## config.mk

```make
export PLATFORM = sky130hd
export DESIGN_NAME = fb_memif_top
export DESIGN_NICKNAME = d
export VERILOG_FILES = /design/src/design/fb_ctrl_pkg.sv /design/src/design/fb_mem_pkg.sv /design/src/design/fb_memif_top.sv /design/src/design/cmd_arbiter.sv /design/src/design/rd_burst_seq.sv /design/src/design/wr_burst_seq.sv
export VERILOG_INCLUDE_DIRS = /design/src /design/src/design
export SDC_FILE = /design/constraint.sdc
export NUM_CORES = 1
export LEC_CHECK = 0
export ABC_AREA = 1
export BUFFER_PORTS_ARGS = -buffer_cell sky130_fd_sc_hd__buf_2
export CORE_AREA = 5 5 235 237
export DETAILED_ROUTE_END_ITERATION = 6
export DIE_AREA = 0 0 240 242
export PLACE_DENSITY = 0.5
export SYNTH_ARGS = -nofsm -noshare
export SYNTH_HDL_FRONTEND = slang
export SYNTH_SLANG_ARGS = --single-unit
export TNS_END_PERCENT = 20
```

## constraint.sdc

```tcl
create_clock -name clk -period 13.2 [get_ports clk]
set_input_delay 3.3 -clock clk [delete_from_list [all_inputs] [get_ports clk]]
set_output_delay 3.3 -clock clk [all_outputs]
set_load 0.1 [all_outputs]
```

## src/design/fb_memif_cfg.svh

```systemverilog
// Word size, burst length and command size macros for the framebuffer memory port
`ifndef FB_MEMIF_CFG_SVH
`define FB_MEMIF_CFG_SVH

// Bytes carried by one 128-bit data word
`define FB_WORD_BYTES 16

// Words per burst command, never below 2
`define FB_BURST_LEN 8

// Bytes moved by one burst command
`define FB_CMD_BYTES (`FB_WORD_BYTES * `FB_BURST_LEN)

// Width of the controller burst length field
`define FB_BL_BITS 6

// Width of the controller byte address
`define FB_MIG_ADDR_BITS 30

`endif
```

## src/design/fb_ctrl_pkg.sv

```systemverilog
// State machine encodings for the write sequencer, read sequencer and command arbiter
`include "fb_memif_cfg.svh"

package fb_ctrl_pkg;

    // Write side, fill a burst then wait for its command
    typedef enum logic [1:0] {
        WR_IDLE  = 2'd0,
        WR_PUSH  = 2'd1,
        WR_ISSUE = 2'd2
    } wr_state_t;

    // Read side, one burst in flight at a time
    typedef enum logic [1:0] {
        RD_IDLE       = 2'd0,
        RD_WAIT_DATA  = 2'd1,
        RD_WAIT_DRAIN = 2'd2,
        RD_ISSUE      = 2'd3
    } rd_state_t;

    // Arbiter, issue cycle followed by one idle cycle
    typedef enum logic {
        ISSUE_WAIT = 1'b0,
        ISSUE_ACT  = 1'b1
    } issue_state_t;

endpackage

```

## src/design/fb_mem_pkg.sv

```systemverilog
// Memory port types: data word, write mask, addresses, burst fields and command opcode
`include "fb_memif_cfg.svh"

package fb_mem_pkg;

    // One data word on the pixel and controller ports
    typedef logic [`FB_WORD_BYTES*8-1:0] word_t;

    // Byte enables for one word, all zero for full writes
    typedef logic [`FB_WORD_BYTES-1:0] mask_t;

    // Byte address inside the framebuffer, also the frame size
    typedef logic [23:0] byte_addr_t;

    // Byte address as seen by the DDR controller
    typedef logic [`FB_MIG_ADDR_BITS-1:0] mig_addr_t;

    // Burst length field, words minus one
    typedef logic [`FB_BL_BITS-1:0] bl_t;

    // Words sitting in the write FIFO that no command has claimed yet
    typedef logic [6:0] burst_cnt_t;

    typedef enum logic [2:0] {
        CMD_WRITE = 3'd0,
        CMD_READ  = 3'd1
    } cmd_instr_t;

endpackage

```

## src/design/fb_memif_top.sv

```systemverilog
// Framebuffer memory port top level joining write sequencer, read sequencer and arbiter
`timescale 1ns/100ps
`include "fb_memif_cfg.svh"

module fb_memif_top (
    input  logic                      clk,
    input  logic                      rst,
    // Frame control
    input  logic                      enable,
    input  logic                      vsync,
    input  fb_mem_pkg::byte_addr_t    frame_bytes,
    // Pixel write port
    input  fb_mem_pkg::word_t         pix_write,
    input  logic                      pix_write_valid,
    output logic                      pix_write_ready,
    // Pixel read port
    output fb_mem_pkg::word_t         pix_read,
    output logic                      pix_read_valid,
    input  logic                      pix_read_ready,
    // DDR controller command port
    output logic                      mig_cmd_en,
    output fb_mem_pkg::cmd_instr_t    mig_cmd_instr,
    output fb_mem_pkg::bl_t           mig_cmd_bl,
    output fb_mem_pkg::mig_addr_t     mig_cmd_byte_addr,
    input  logic                      mig_cmd_full,
    // DDR controller write FIFO
    output logic                      mig_wr_en,
    output fb_mem_pkg::mask_t         mig_wr_mask,
    output fb_mem_pkg::word_t         mig_wr_data,
    input  logic                      mig_wr_full,
    // DDR controller read FIFO
    output logic                      mig_rd_en,
    input  fb_mem_pkg::word_t         mig_rd_data,
    input  logic                      mig_rd_empty
);

    logic                   wr_req;
    fb_mem_pkg::byte_addr_t wr_addr;
    logic                   wr_done;
    logic                   rd_req;
    fb_mem_pkg::byte_addr_t rd_addr;
    logic                   rd_done;

    wr_burst_seq u_wr_seq (
        .clk             (clk),
        .rst             (rst),
        .enable          (enable),
        .vsync           (vsync),
        .frame_bytes     (frame_bytes),
        .pix_write       (pix_write),
        .pix_write_valid (pix_write_valid),
        .pix_write_ready (pix_write_ready),
        .mig_wr_full     (mig_wr_full),
        .mig_wr_en       (mig_wr_en),
        .mig_wr_data     (mig_wr_data),
        .mig_wr_mask     (mig_wr_mask),
        .wr_req          (wr_req),
        .wr_addr         (wr_addr),
        .wr_done         (wr_done)
    );

    rd_burst_seq u_rd_seq (
        .clk            (clk),
        .rst            (rst),
        .enable         (enable),
        .vsync          (vsync),
        .frame_bytes    (frame_bytes),
        .pix_read       (pix_read),
        .pix_read_valid (pix_read_valid),
        .pix_read_ready (pix_read_ready),
        .mig_rd_en      (mig_rd_en),
        .mig_rd_data    (mig_rd_data),
        .mig_rd_empty   (mig_rd_empty),
        .rd_req         (rd_req),
        .rd_addr        (rd_addr),
        .rd_done        (rd_done)
    );

    cmd_arbiter u_arb (
        .clk               (clk),
        .rst               (rst),
        .wr_req            (wr_req),
        .wr_addr           (wr_addr),
        .wr_done           (wr_done),
        .rd_req            (rd_req),
        .rd_addr           (rd_addr),
        .rd_done           (rd_done),
        .mig_cmd_full      (mig_cmd_full),
        .mig_cmd_en        (mig_cmd_en),
        .mig_cmd_instr     (mig_cmd_instr),
        .mig_cmd_bl        (mig_cmd_bl),
        .mig_cmd_byte_addr (mig_cmd_byte_addr)
    );

endmodule

```

## src/design/cmd_arbiter.sv

```systemverilog
// Round-robin command arbiter that puts read and write bursts onto the controller command port
`timescale 1ns/100ps
`include "fb_memif_cfg.svh"

module cmd_arbiter (
    input  logic                      clk,
    input  logic                      rst,
    input  logic                      wr_req,
    input  fb_mem_pkg::byte_addr_t    wr_addr,
    output logic                      wr_done,
    input  logic                      rd_req,
    input  fb_mem_pkg::byte_addr_t    rd_addr,
    output logic                      rd_done,
    input  logic                      mig_cmd_full,
    output logic                      mig_cmd_en,
    output fb_mem_pkg::cmd_instr_t    mig_cmd_instr,
    output fb_mem_pkg::bl_t           mig_cmd_bl,
    output fb_mem_pkg::mig_addr_t     mig_cmd_byte_addr
);

    fb_ctrl_pkg::issue_state_t state;
    logic                      wr_first;
    logic                      rd_pending;
    logic                      wr_pending;
    logic                      pick_rd;
    logic                      pick_wr;
    logic                      launch;

    // A request whose done is out this cycle is already served
    assign rd_pending = rd_req && !rd_done;
    assign wr_pending = wr_req && !wr_done;

    // Pointer low favours reads, high favours writes
    assign pick_rd = rd_pending && (!wr_first || !wr_pending);
    assign pick_wr = wr_pending && !pick_rd;
    assign launch  = (state == fb_ctrl_pkg::ISSUE_WAIT) && !mig_cmd_full
                     && (pick_rd || pick_wr);

    assign mig_cmd_bl = fb_mem_pkg::bl_t'(`FB_BURST_LEN - 1);

    always_ff @(posedge clk) begin
        if (rst) begin
            state      <= fb_ctrl_pkg::ISSUE_WAIT;
            mig_cmd_en <= 1'b0;
            wr_done    <= 1'b0;
            rd_done    <= 1'b0;
            wr_first   <= 1'b0;
        end else begin
            wr_done <= 1'b0;
            rd_done <= 1'b0;
            case (state)
                fb_ctrl_pkg::ISSUE_WAIT: begin
                    if (launch) begin
                        mig_cmd_en <= 1'b1;
                        wr_first   <= pick_rd;
                        state      <= fb_ctrl_pkg::ISSUE_ACT;
                    end
                end
                fb_ctrl_pkg::ISSUE_ACT: begin
                    // Command is on the port now, acknowledge it next cycle
                    mig_cmd_en <= 1'b0;
                    rd_done    <= (mig_cmd_instr == fb_mem_pkg::CMD_READ);
                    wr_done    <= (mig_cmd_instr == fb_mem_pkg::CMD_WRITE);
                    state      <= fb_ctrl_pkg::ISSUE_WAIT;
                end
                default: state <= fb_ctrl_pkg::ISSUE_WAIT;
            endcase
        end
    end

    // Opcode and address of the winning request
    always_ff @(posedge clk) begin
        if (launch) begin
            if (pick_rd) begin
                mig_cmd_instr     <= fb_mem_pkg::CMD_READ;
                mig_cmd_byte_addr <= fb_mem_pkg::mig_addr_t'(rd_addr);
            end else begin
                mig_cmd_instr     <= fb_mem_pkg::CMD_WRITE;
                mig_cmd_byte_addr <= fb_mem_pkg::mig_addr_t'(wr_addr);
            end
        end
    end

    a_cmd_spacing: assert property (@(posedge clk) disable iff (rst)
        mig_cmd_en |=> !mig_cmd_en);

    // Full flag is sampled in the cycle before the command appears
    a_cmd_not_full: assert property (@(posedge clk) disable iff (rst)
        $rose(mig_cmd_en) |-> !$past(mig_cmd_full));

endmodule

```

## src/design/rd_burst_seq.sv

```systemverilog
// Read burst sequencer: burst read requests and zero-latency streaming of the read FIFO
`timescale 1ns/100ps
`include "fb_memif_cfg.svh"

module rd_burst_seq (
    input  logic                   clk,
    input  logic                   rst,
    input  logic                   enable,
    input  logic                   vsync,
    input  fb_mem_pkg::byte_addr_t frame_bytes,
    output fb_mem_pkg::word_t      pix_read,
    output logic                   pix_read_valid,
    input  logic                   pix_read_ready,
    output logic                   mig_rd_en,
    input  fb_mem_pkg::word_t      mig_rd_data,
    input  logic                   mig_rd_empty,
    output logic                   rd_req,
    output fb_mem_pkg::byte_addr_t rd_addr,
    input  logic                   rd_done
);

    // Words of the current burst not yet handed to the consumer
    typedef logic [$clog2(`FB_BURST_LEN + 1)-1:0] left_t;

    fb_ctrl_pkg::rd_state_t state;
    fb_mem_pkg::byte_addr_t end_addr;
    left_t                  words_left;
    logic                   reading;
    logic                   last_cmd;

    // Straight from the FIFO head to the consumer
    assign reading        = !mig_rd_empty && pix_read_ready;
    assign mig_rd_en      = reading;
    assign pix_read_valid = reading;
    assign pix_read       = mig_rd_data;
    assign rd_req         = (state == fb_ctrl_pkg::RD_ISSUE);
    assign last_cmd       = (rd_addr == end_addr) || !enable;

    always_ff @(posedge clk) begin
        end_addr <= frame_bytes - fb_mem_pkg::byte_addr_t'(`FB_CMD_BYTES);
    end

    // Reloaded per issued burst, counts down as words leave the FIFO
    always_ff @(posedge clk) begin
        if (rst) begin
            words_left <= '0;
        end else if (rd_done) begin
            words_left <= left_t'(`FB_BURST_LEN);
        end else if (reading && (words_left != '0)) begin
            words_left <= words_left - left_t'(1);
        end
    end

    always_ff @(posedge clk) begin
        if (rst) begin
            state   <= fb_ctrl_pkg::RD_IDLE;
            rd_addr <= '0;
        end else begin
            case (state)
                fb_ctrl_pkg::RD_IDLE: begin
                    // Leftovers from an aborted frame drain before the first issue
                    if (vsync && enable) begin
                        rd_addr <= '0;
                        state   <= fb_ctrl_pkg::RD_WAIT_DRAIN;
                    end
                end
                fb_ctrl_pkg::RD_WAIT_DATA: begin
                    if (!mig_rd_empty) begin
                        state <= fb_ctrl_pkg::RD_WAIT_DRAIN;
                    end
                end
                fb_ctrl_pkg::RD_WAIT_DRAIN: begin
                    if (mig_rd_empty && (words_left == '0)) begin
                        state <= fb_ctrl_pkg::RD_ISSUE;
                    end
                end
                fb_ctrl_pkg::RD_ISSUE: begin
                    if (rd_done) begin
                        rd_addr <= rd_addr + fb_mem_pkg::byte_addr_t'(`FB_CMD_BYTES);
                        state   <= last_cmd ? fb_ctrl_pkg::RD_IDLE
                                            : fb_ctrl_pkg::RD_WAIT_DATA;
                    end
                end
                default: state <= fb_ctrl_pkg::RD_IDLE;
            endcase
        end
    end

    // A read request never comes straight out of idle
    a_rd_req_not_idle: assert property (@(posedge clk) disable iff (rst)
        rd_req |-> ($past(state) != fb_ctrl_pkg::RD_IDLE));

endmodule

```

## src/design/wr_burst_seq.sv

```systemverilog
// Write burst sequencer: pixel intake, write FIFO push and one write request per burst
`timescale 1ns/100ps
`include "fb_memif_cfg.svh"

module wr_burst_seq (
    input  logic                   clk,
    input  logic                   rst,
    input  logic                   enable,
    input  logic                   vsync,
    input  fb_mem_pkg::byte_addr_t frame_bytes,
    input  fb_mem_pkg::word_t      pix_write,
    input  logic                   pix_write_valid,
    output logic                   pix_write_ready,
    input  logic                   mig_wr_full,
    output logic                   mig_wr_en,
    output fb_mem_pkg::word_t      mig_wr_data,
    output fb_mem_pkg::mask_t      mig_wr_mask,
    output logic                   wr_req,
    output fb_mem_pkg::byte_addr_t wr_addr,
    input  logic                   wr_done
);

    fb_ctrl_pkg::wr_state_t state;
    fb_mem_pkg::burst_cnt_t word_cnt;
    fb_mem_pkg::byte_addr_t end_addr;
    logic                   accept;
    logic                   last_cmd;

    // A word moves whenever the producer offers one and the FIFO has room
    assign accept          = pix_write_valid && !mig_wr_full;
    assign pix_write_ready = accept;
    assign last_cmd        = (wr_addr == end_addr) || !enable;
    assign wr_req          = (state == fb_ctrl_pkg::WR_ISSUE);
    assign mig_wr_mask     = '0;

    // Address of the last command in the frame
    always_ff @(posedge clk) begin
        end_addr <= frame_bytes - fb_mem_pkg::byte_addr_t'(`FB_CMD_BYTES);
    end

    always_ff @(posedge clk) begin
        if (rst) begin
            state    <= fb_ctrl_pkg::WR_IDLE;
            word_cnt <= '0;
            wr_addr  <= '0;
        end else begin
            case (state)
                fb_ctrl_pkg::WR_IDLE: begin
                    if (vsync) begin
                        wr_addr  <= '0;
                        word_cnt <= fb_mem_pkg::burst_cnt_t'(accept);
                        state    <= fb_ctrl_pkg::WR_PUSH;
                    end
                end
                fb_ctrl_pkg::WR_PUSH: begin
                    // A full burst is buffered, claim it for one command
                    if (word_cnt >= fb_mem_pkg::burst_cnt_t'(`FB_BURST_LEN)) begin
                        word_cnt <= word_cnt + fb_mem_pkg::burst_cnt_t'(accept)
                                    - fb_mem_pkg::burst_cnt_t'(`FB_BURST_LEN);
                        state    <= fb_ctrl_pkg::WR_ISSUE;
                    end else begin
                        word_cnt <= word_cnt + fb_mem_pkg::burst_cnt_t'(accept);
                    end
                end
                fb_ctrl_pkg::WR_ISSUE: begin
                    // Intake continues while the command waits
                    word_cnt <= word_cnt + fb_mem_pkg::burst_cnt_t'(accept);
                    if (wr_done) begin
                        wr_addr <= wr_addr + fb_mem_pkg::byte_addr_t'(`FB_CMD_BYTES);
                        state   <= last_cmd ? fb_ctrl_pkg::WR_IDLE : fb_ctrl_pkg::WR_PUSH;
                    end
                end
                default: state <= fb_ctrl_pkg::WR_IDLE;
            endcase
        end
    end

    // Write FIFO push, one cycle behind acceptance
    always_ff @(posedge clk) begin
        if (rst) begin
            mig_wr_en <= 1'b0;
        end else begin
            mig_wr_en <= accept;
        end
    end

    always_ff @(posedge clk) begin
        if (accept) begin
            mig_wr_data <= pix_write;
        end
    end

    // Command addresses stay on burst boundaries across the whole frame
    a_wr_addr_aligned: assert property (@(posedge clk) disable iff (rst)
        (wr_addr % `FB_CMD_BYTES) == 0);

    // Each FIFO push comes from a cycle where the FIFO had room
    a_wr_push_room: assert property (@(posedge clk) disable iff (rst)
        mig_wr_en |-> $past(pix_write_valid && !mig_wr_full));

endmodule

```

Word level (Yosys, flattened, before mapping)
Index checks and enable logic that the tools add are counted.
{"block": "word_totals", "elab_cells": 110, "inputBits": 289, "out_inout_bits": 316, "ff_bits": 254}
{"block": "classes", "mux": 28, "reduce_logical": 41, "addsub": 6, "n_lt_le_gt_ge": 1, "eq_ne": 16, "bitwise_logic": 1}
{"operator": "24-bit 2-to-1 mux", "n": 5}
{"operator": "24-bit case mux with 2 select lines", "n": 2}
{"operator": "24-bit by 8-bit adder with 24-bit output, second input constant", "n": 2}
{"operator": "24-bit equality test", "n": 2}
{"operator": "24-bit by 8-bit subtractor with 24-bit output, second input constant", "n": 1}
{"operator": "7-bit case mux with 3 select lines", "n": 1}
{"operator": "2-bit 2-to-1 mux", "n": 7}
{"operator": "7-bit 2-to-1 mux", "n": 2}
{"operator": "1-bit logical AND", "n": 11}
{"operator": "1-bit logical NOT", "n": 9}
{"operator": "3-bit AND reduction", "n": 3}
{"operator": "4-bit 2-to-1 mux", "n": 2}
{"operator": "2-bit by 1-bit != test with 1-bit output, second input constant", "n": 4}
{"operator": "2-bit != test, second input constant", "n": 4}
{"operator": "2-bit case mux with 4 select lines", "n": 1}
{"operator": "7-bit by 1-bit adder with 7-bit output", "n": 1}
{"operator": "7-bit by 4-bit greater-or-equal comparator with 1-bit output, second input constant", "n": 1}
{"operator": "7-bit by 4-bit subtractor with 7-bit output, second input constant", "n": 1}
{"operator": "2-bit equality test, second input constant", "n": 3}
{"operator": "2-bit case mux with 3 select lines", "n": 1}
{"operator": "2-bit nonzero test", "n": 3}
{"operator": "1-bit 2-to-1 mux", "n": 5}
{"operator": "2-bit by 1-bit equality test with 1-bit output, second input constant", "n": 2}
{"operator": "2-bit logical NOT", "n": 2}
{"operator": "other kinds (12)", "n": 18}

Logic depth before layout (Yosys ltp)
{"block": "depth", "word_depth": 11, "depth_mapped": 16, "ltp_nobuf": 16}

Modules after synthesis
A second synthesis with hierarchy kept.
{"block": "unflattened", "cells_unflattened": 1146, "hier_area_um2": 11493.5}
{"mod": "wr_burst_seq", "instances": 1, "cells_per_inst": 503, "area_per_inst_um2": 6631.4, "seq_area_each_um2": 4864.7}
{"mod": "rd_burst_seq", "instances": 1, "cells_per_inst": 497, "area_per_inst_um2": 3479.6, "seq_area_each_um2": 940.9}
{"mod": "cmd_arbiter", "instances": 1, "cells_per_inst": 146, "area_per_inst_um2": 1382.6, "seq_area_each_um2": 850.8}

Worst setup path before layout
No wires, ideal clock.
{"block": "synth_path", "kind": "input to output", "startpoint": "input pix_write_valid", "endpoint": "output pix_write_ready", "cell_stages": 2, "n_path_buf": 0, "t_arrival_ns": 10.018, "required_time_ns": 9.900, "setup_slack_ns": -0.118, "cell_sequence": "inv_1 > nor2_1"}
{"block": "synth_between", "elab_chain_cells": 1}
{"element": "from (decl)", "line_no": "fb_memif_top.sv:14", "text": "input logic pix_write_valid,"}
{"element": "1-bit logical AND", "line_no": "wr_burst_seq.sv:30", "text": "assign accept = pix_write_valid && !mig_wr_full;"}
{"element": "to (decl)", "line_no": "fb_memif_top.sv:15", "text": "output logic pix_write_ready,"}
No other way between the ends.

Worst setup path after layout
{"block": "layout_path", "startpoint": "input mig_wr_full", "endpoint": "output pix_write_ready"}
{"block": "layout_between", "elab_chain_cells": 2}
{"element": "from (decl)", "line_no": "fb_memif_top.sv:30", "text": "input logic mig_wr_full,"}
{"element": "1-bit logical NOT", "line_no": "wr_burst_seq.sv:30"}
{"element": "1-bit logical AND", "line_no": "wr_burst_seq.sv:30"}
No other way between the ends.

==> impl_metrics.py <==
metrics = {
    "route": {
        "totalWireLength_um": 35850,
        "met2_length_um": 18430,
        "drtIter0Drc": 438,
        "top_layer": "met4",
        "route.detailed.wl_per_inst_um": 19.30,
        "drt_pass1_iterations": 4,
        "vias": 7182,
        "ant_nets": 0,
        "wl_met1_um": 11740,
        "met3WireLength_um": 4251,
        "via_per_inst": 3.865,
        "drc": 0,
    },
    "cells_and_area": {
        "mostFrequentLayoutCells": "311 x buf_2, 146 x edfxtp_1, 123 x nand2_1",
        "utilization_pct": 23.50,
        "layout_commonest_cell": "buf_2",
        "fillers": 5706,
        "layout-drive-gt1-share_pct": 34.86,
        "final_cells": 1858,
        "nets": 1439,
        "area_growth_pct": 23.05,
    },
    "yosys": {
        "netlist.area_leader.share_pct": 43.25,
        "yosysTopAreaCell": "edfxtp_1",
        "seq_area_frac_synth_pct": 58.86,
        "synth_edf_count": 146,
        "ys.flop_type": "edfxtp_1",
        "syn-cell-area_mm2": 0.01014,
        "synth_cells": 938,
        "ys_types": 47,
        "synth_area_per_cell_um2": 10.81,
        "async_reset_ff_share_pct": 0,
        "ys_top_cells_by_area": "edfxtp_1 43%, dfxtp_1 16%, buf_4 12%",
        "yosys_warnings": 0,
        "synth-seq-cells": 225,
    },
    "setup_path": {
        "worstSetupStartpoint": "mig_wr_full",
        "endpoint": "pix_write_ready",
        "critPathRequiredTime_ns": 9.90,
        "crit_fanout": 66,
        "r2r_slack_ns": 10.56,
        "reg2regPathDepth": 7,
        "regToRegStartpoint": "u_wr_seq.state[0]",
        "critical_path.endpoint_type": "output pin",
        "start_kind": "input port",
        "crit_type": "input port to output pin",
        "critPathArrivalTime_ns": 4.73,
        "reg2reg_to": "u_arb.mig_cmd_byte_addr[22]",
    },
    "sta": {
        "finalSetupViolCount": 0,
        "hold_violations": 0,
        "slew_headroom_pct": 36.87,
        "setup_slack_ns": 5.169,
        "rsz0062_at_grt": "false",
        "min_period_ns": 8.031,
        "period_share_pct": 60.84,
        "finClkSkew_ns": 0.01064,
        "final_max_slew_viol_count": 0,
        "timing.fmax_mhz": 124.5,
        "hold_slack_ns": 0.4614,
        "fin_setup_tns_ns": 0,
        "worst_slew_pin_slew_ns": 0.9446,
    },
    "clock_tree": {
        "worstSkewPairLatency_ns": 0.56,
        "cts_tree": "done",
        "cts_hold_buf": 0,
        "cts_resized": 0,
        "cts-htree-levels": 1,
        "path_clk_slew_ns": 0.06,
        "cts_root_buf": "clkbuf_16",
        "clock-sinks": 225,
        "cts_setup_buffers": 0,
        "cts_max_path_buffers": 3,
        "numCtsBuffers": 27,
    },
    "floorplanning": {
        "dieArea_mm2": 0.05808,
        "core_mm2": 0.05307,
        "start_util_pct": 19.10,
        "die_w_um": 240,
        "die_h_um": 242,
        "io_pins": 605,
        "fp-row-count": 85,
    },
    "grt": {
        "grt_util_all_layers_pct": 11.39,
        "grt_pass1_vias": 7122,
        "antenna_found_initial": 17,
        "grt-ovfl-total": 0,
        "grt_pass1_wl_um": 48970,
        "grt_max_degree": 67,
    },
    "run_status": {
        "status": "finished, final reports clean",
    },
    "worst_hold_path": {
        "hold_path_class": "flop to flop",
    },
    "placement": {
        "place_hpwl_um": 29570,
        "dpl_worst_slack_ns": 5.108,
        "dp_cells": 1805,
        "portBuffers": 311,
        "gp_congestion": 0.8336,
    },
    "run": {
        "cap_violations": 0,
    },
    "power_and_ir_drop": {
        "p_per_area_mw_per_mm2": 167.8,
        "power.leakage_nw": 5.122,
        "irDropWorstVdd_mv": 0.07327,
    },
}
==> worst min path at each step <==
stage | start | cells past startpoint | endpoint
CTS | u_arb.mig_cmd_instr[0] | 1 | u_arb.wr_done
global route | u_arb.mig_cmd_instr[0] | 1 | u_arb.wr_done
detailed placement | u_arb.mig_cmd_instr[0] | 1 | u_arb.wr_done
finish | u_arb.mig_cmd_instr[0] | 1 | u_arb.wr_done
floorplan | u_rd_seq.words_left[0] | 2 | u_rd_seq.words_left[0]
global placement | u_rd_seq.words_left[0] | 2 | u_rd_seq.words_left[0]
==> critical path, stage by stage <==
cell	delay, ns
buf_2	0.13
nor2_4	0.09
buf_4	0.63
buf_2	0.57
==> through the flow <==
stage	power [mW]	cell area, um^2
after CTS	2.129	12460
after global routing	2.174	12470
after global placement	1.233	11410
after detailed placement	1.234	11410
after floorplan	1.339	10270
final	2.092	12470
==> per-layer routing <==
| metal | global-route usage, % | up-vias |
|---|---|---|
| met2 | 21.83 | 429 |
| met4 | 3.505 | 0 |
| met3 | 4.451 | 121 |
| met1 | 11.12 | 3303 |
| li1 | - | 3329 |
| met5 | 0 | - |
==> state kept, by name, indices dropped and copies added (netlist names), 2 cells and up <==
register,flops
u_wr_seq.wr_addr,17
u_wr_seq.state,2
u_rd_seq.end_addr,24
u_rd_seq.words_left,4
u_rd_seq.rd_addr,17
u_wr_seq.mig_wr_data,128
u_rd_seq.state,2
u_arb.mig_cmd_byte_addr,17
u_wr_seq.word_cnt,7
==> Yosys cell counts (16+ instances only) <==
| cell type | number |
|---|---|
| xnor2_1 | 24 |
| nand3_1 | 40 |
| a21oi_1 | 38 |
| xor2_1 | 22 |
| inv_1 | 82 |
| buf_4 | 168 |
| dfxtp_1 | 79 |
| o21ai_0 | 35 |
| nand2_1 | 123 |
| nor2_1 | 63 |
| edfxtp_1 | 146 |
| nor3_1 | 16 |
==> cell families (layout without fill, tap and decap cells) <==
kind of cell / Yosys count / in the layout / share of synthesized area [%]
and+or+nand+nor: 293 / 293 / 14.27
buffers and inverters: 267 / 453 / 16.23
DFF: 225 / 225 / 58.86
AOI/OAI and AO/OA: 93 / 93 / 5.111
xor gates and xnor gates: 46 / 46 / 3.975
adders and majority gates: 12 / 12 / 1.481
other: 2 / 40 / 0.07409
==> cell type report <==
type	count	area [um^2]	share of cell area, %
repair buffers	313	1572	12.60
clock inverters	22	374.1	3.000
inverters	90	339.1	2.719
flip-flops and latches	225	5966	47.83
clock buffers	28	679.4	5.447
multi-input cells	481	2664	21.36
diodes	3	7.507	0.06019
well taps	696	870.8	6.982
==> report_power, final <==
| part | total (mW) | switching (mW) | internal [mW] |
|---|---|---|---|
| clock | 0.877 | 0.321 | 0.556 |
| sequential | 0.811 | 0.0188 | 0.793 |
| combinational | 0.404 | 0.347 | 0.0573 |
| total | 2.09 | 0.686 | 1.41 |
Note: power is estimated with default switching activity, not from simulation.
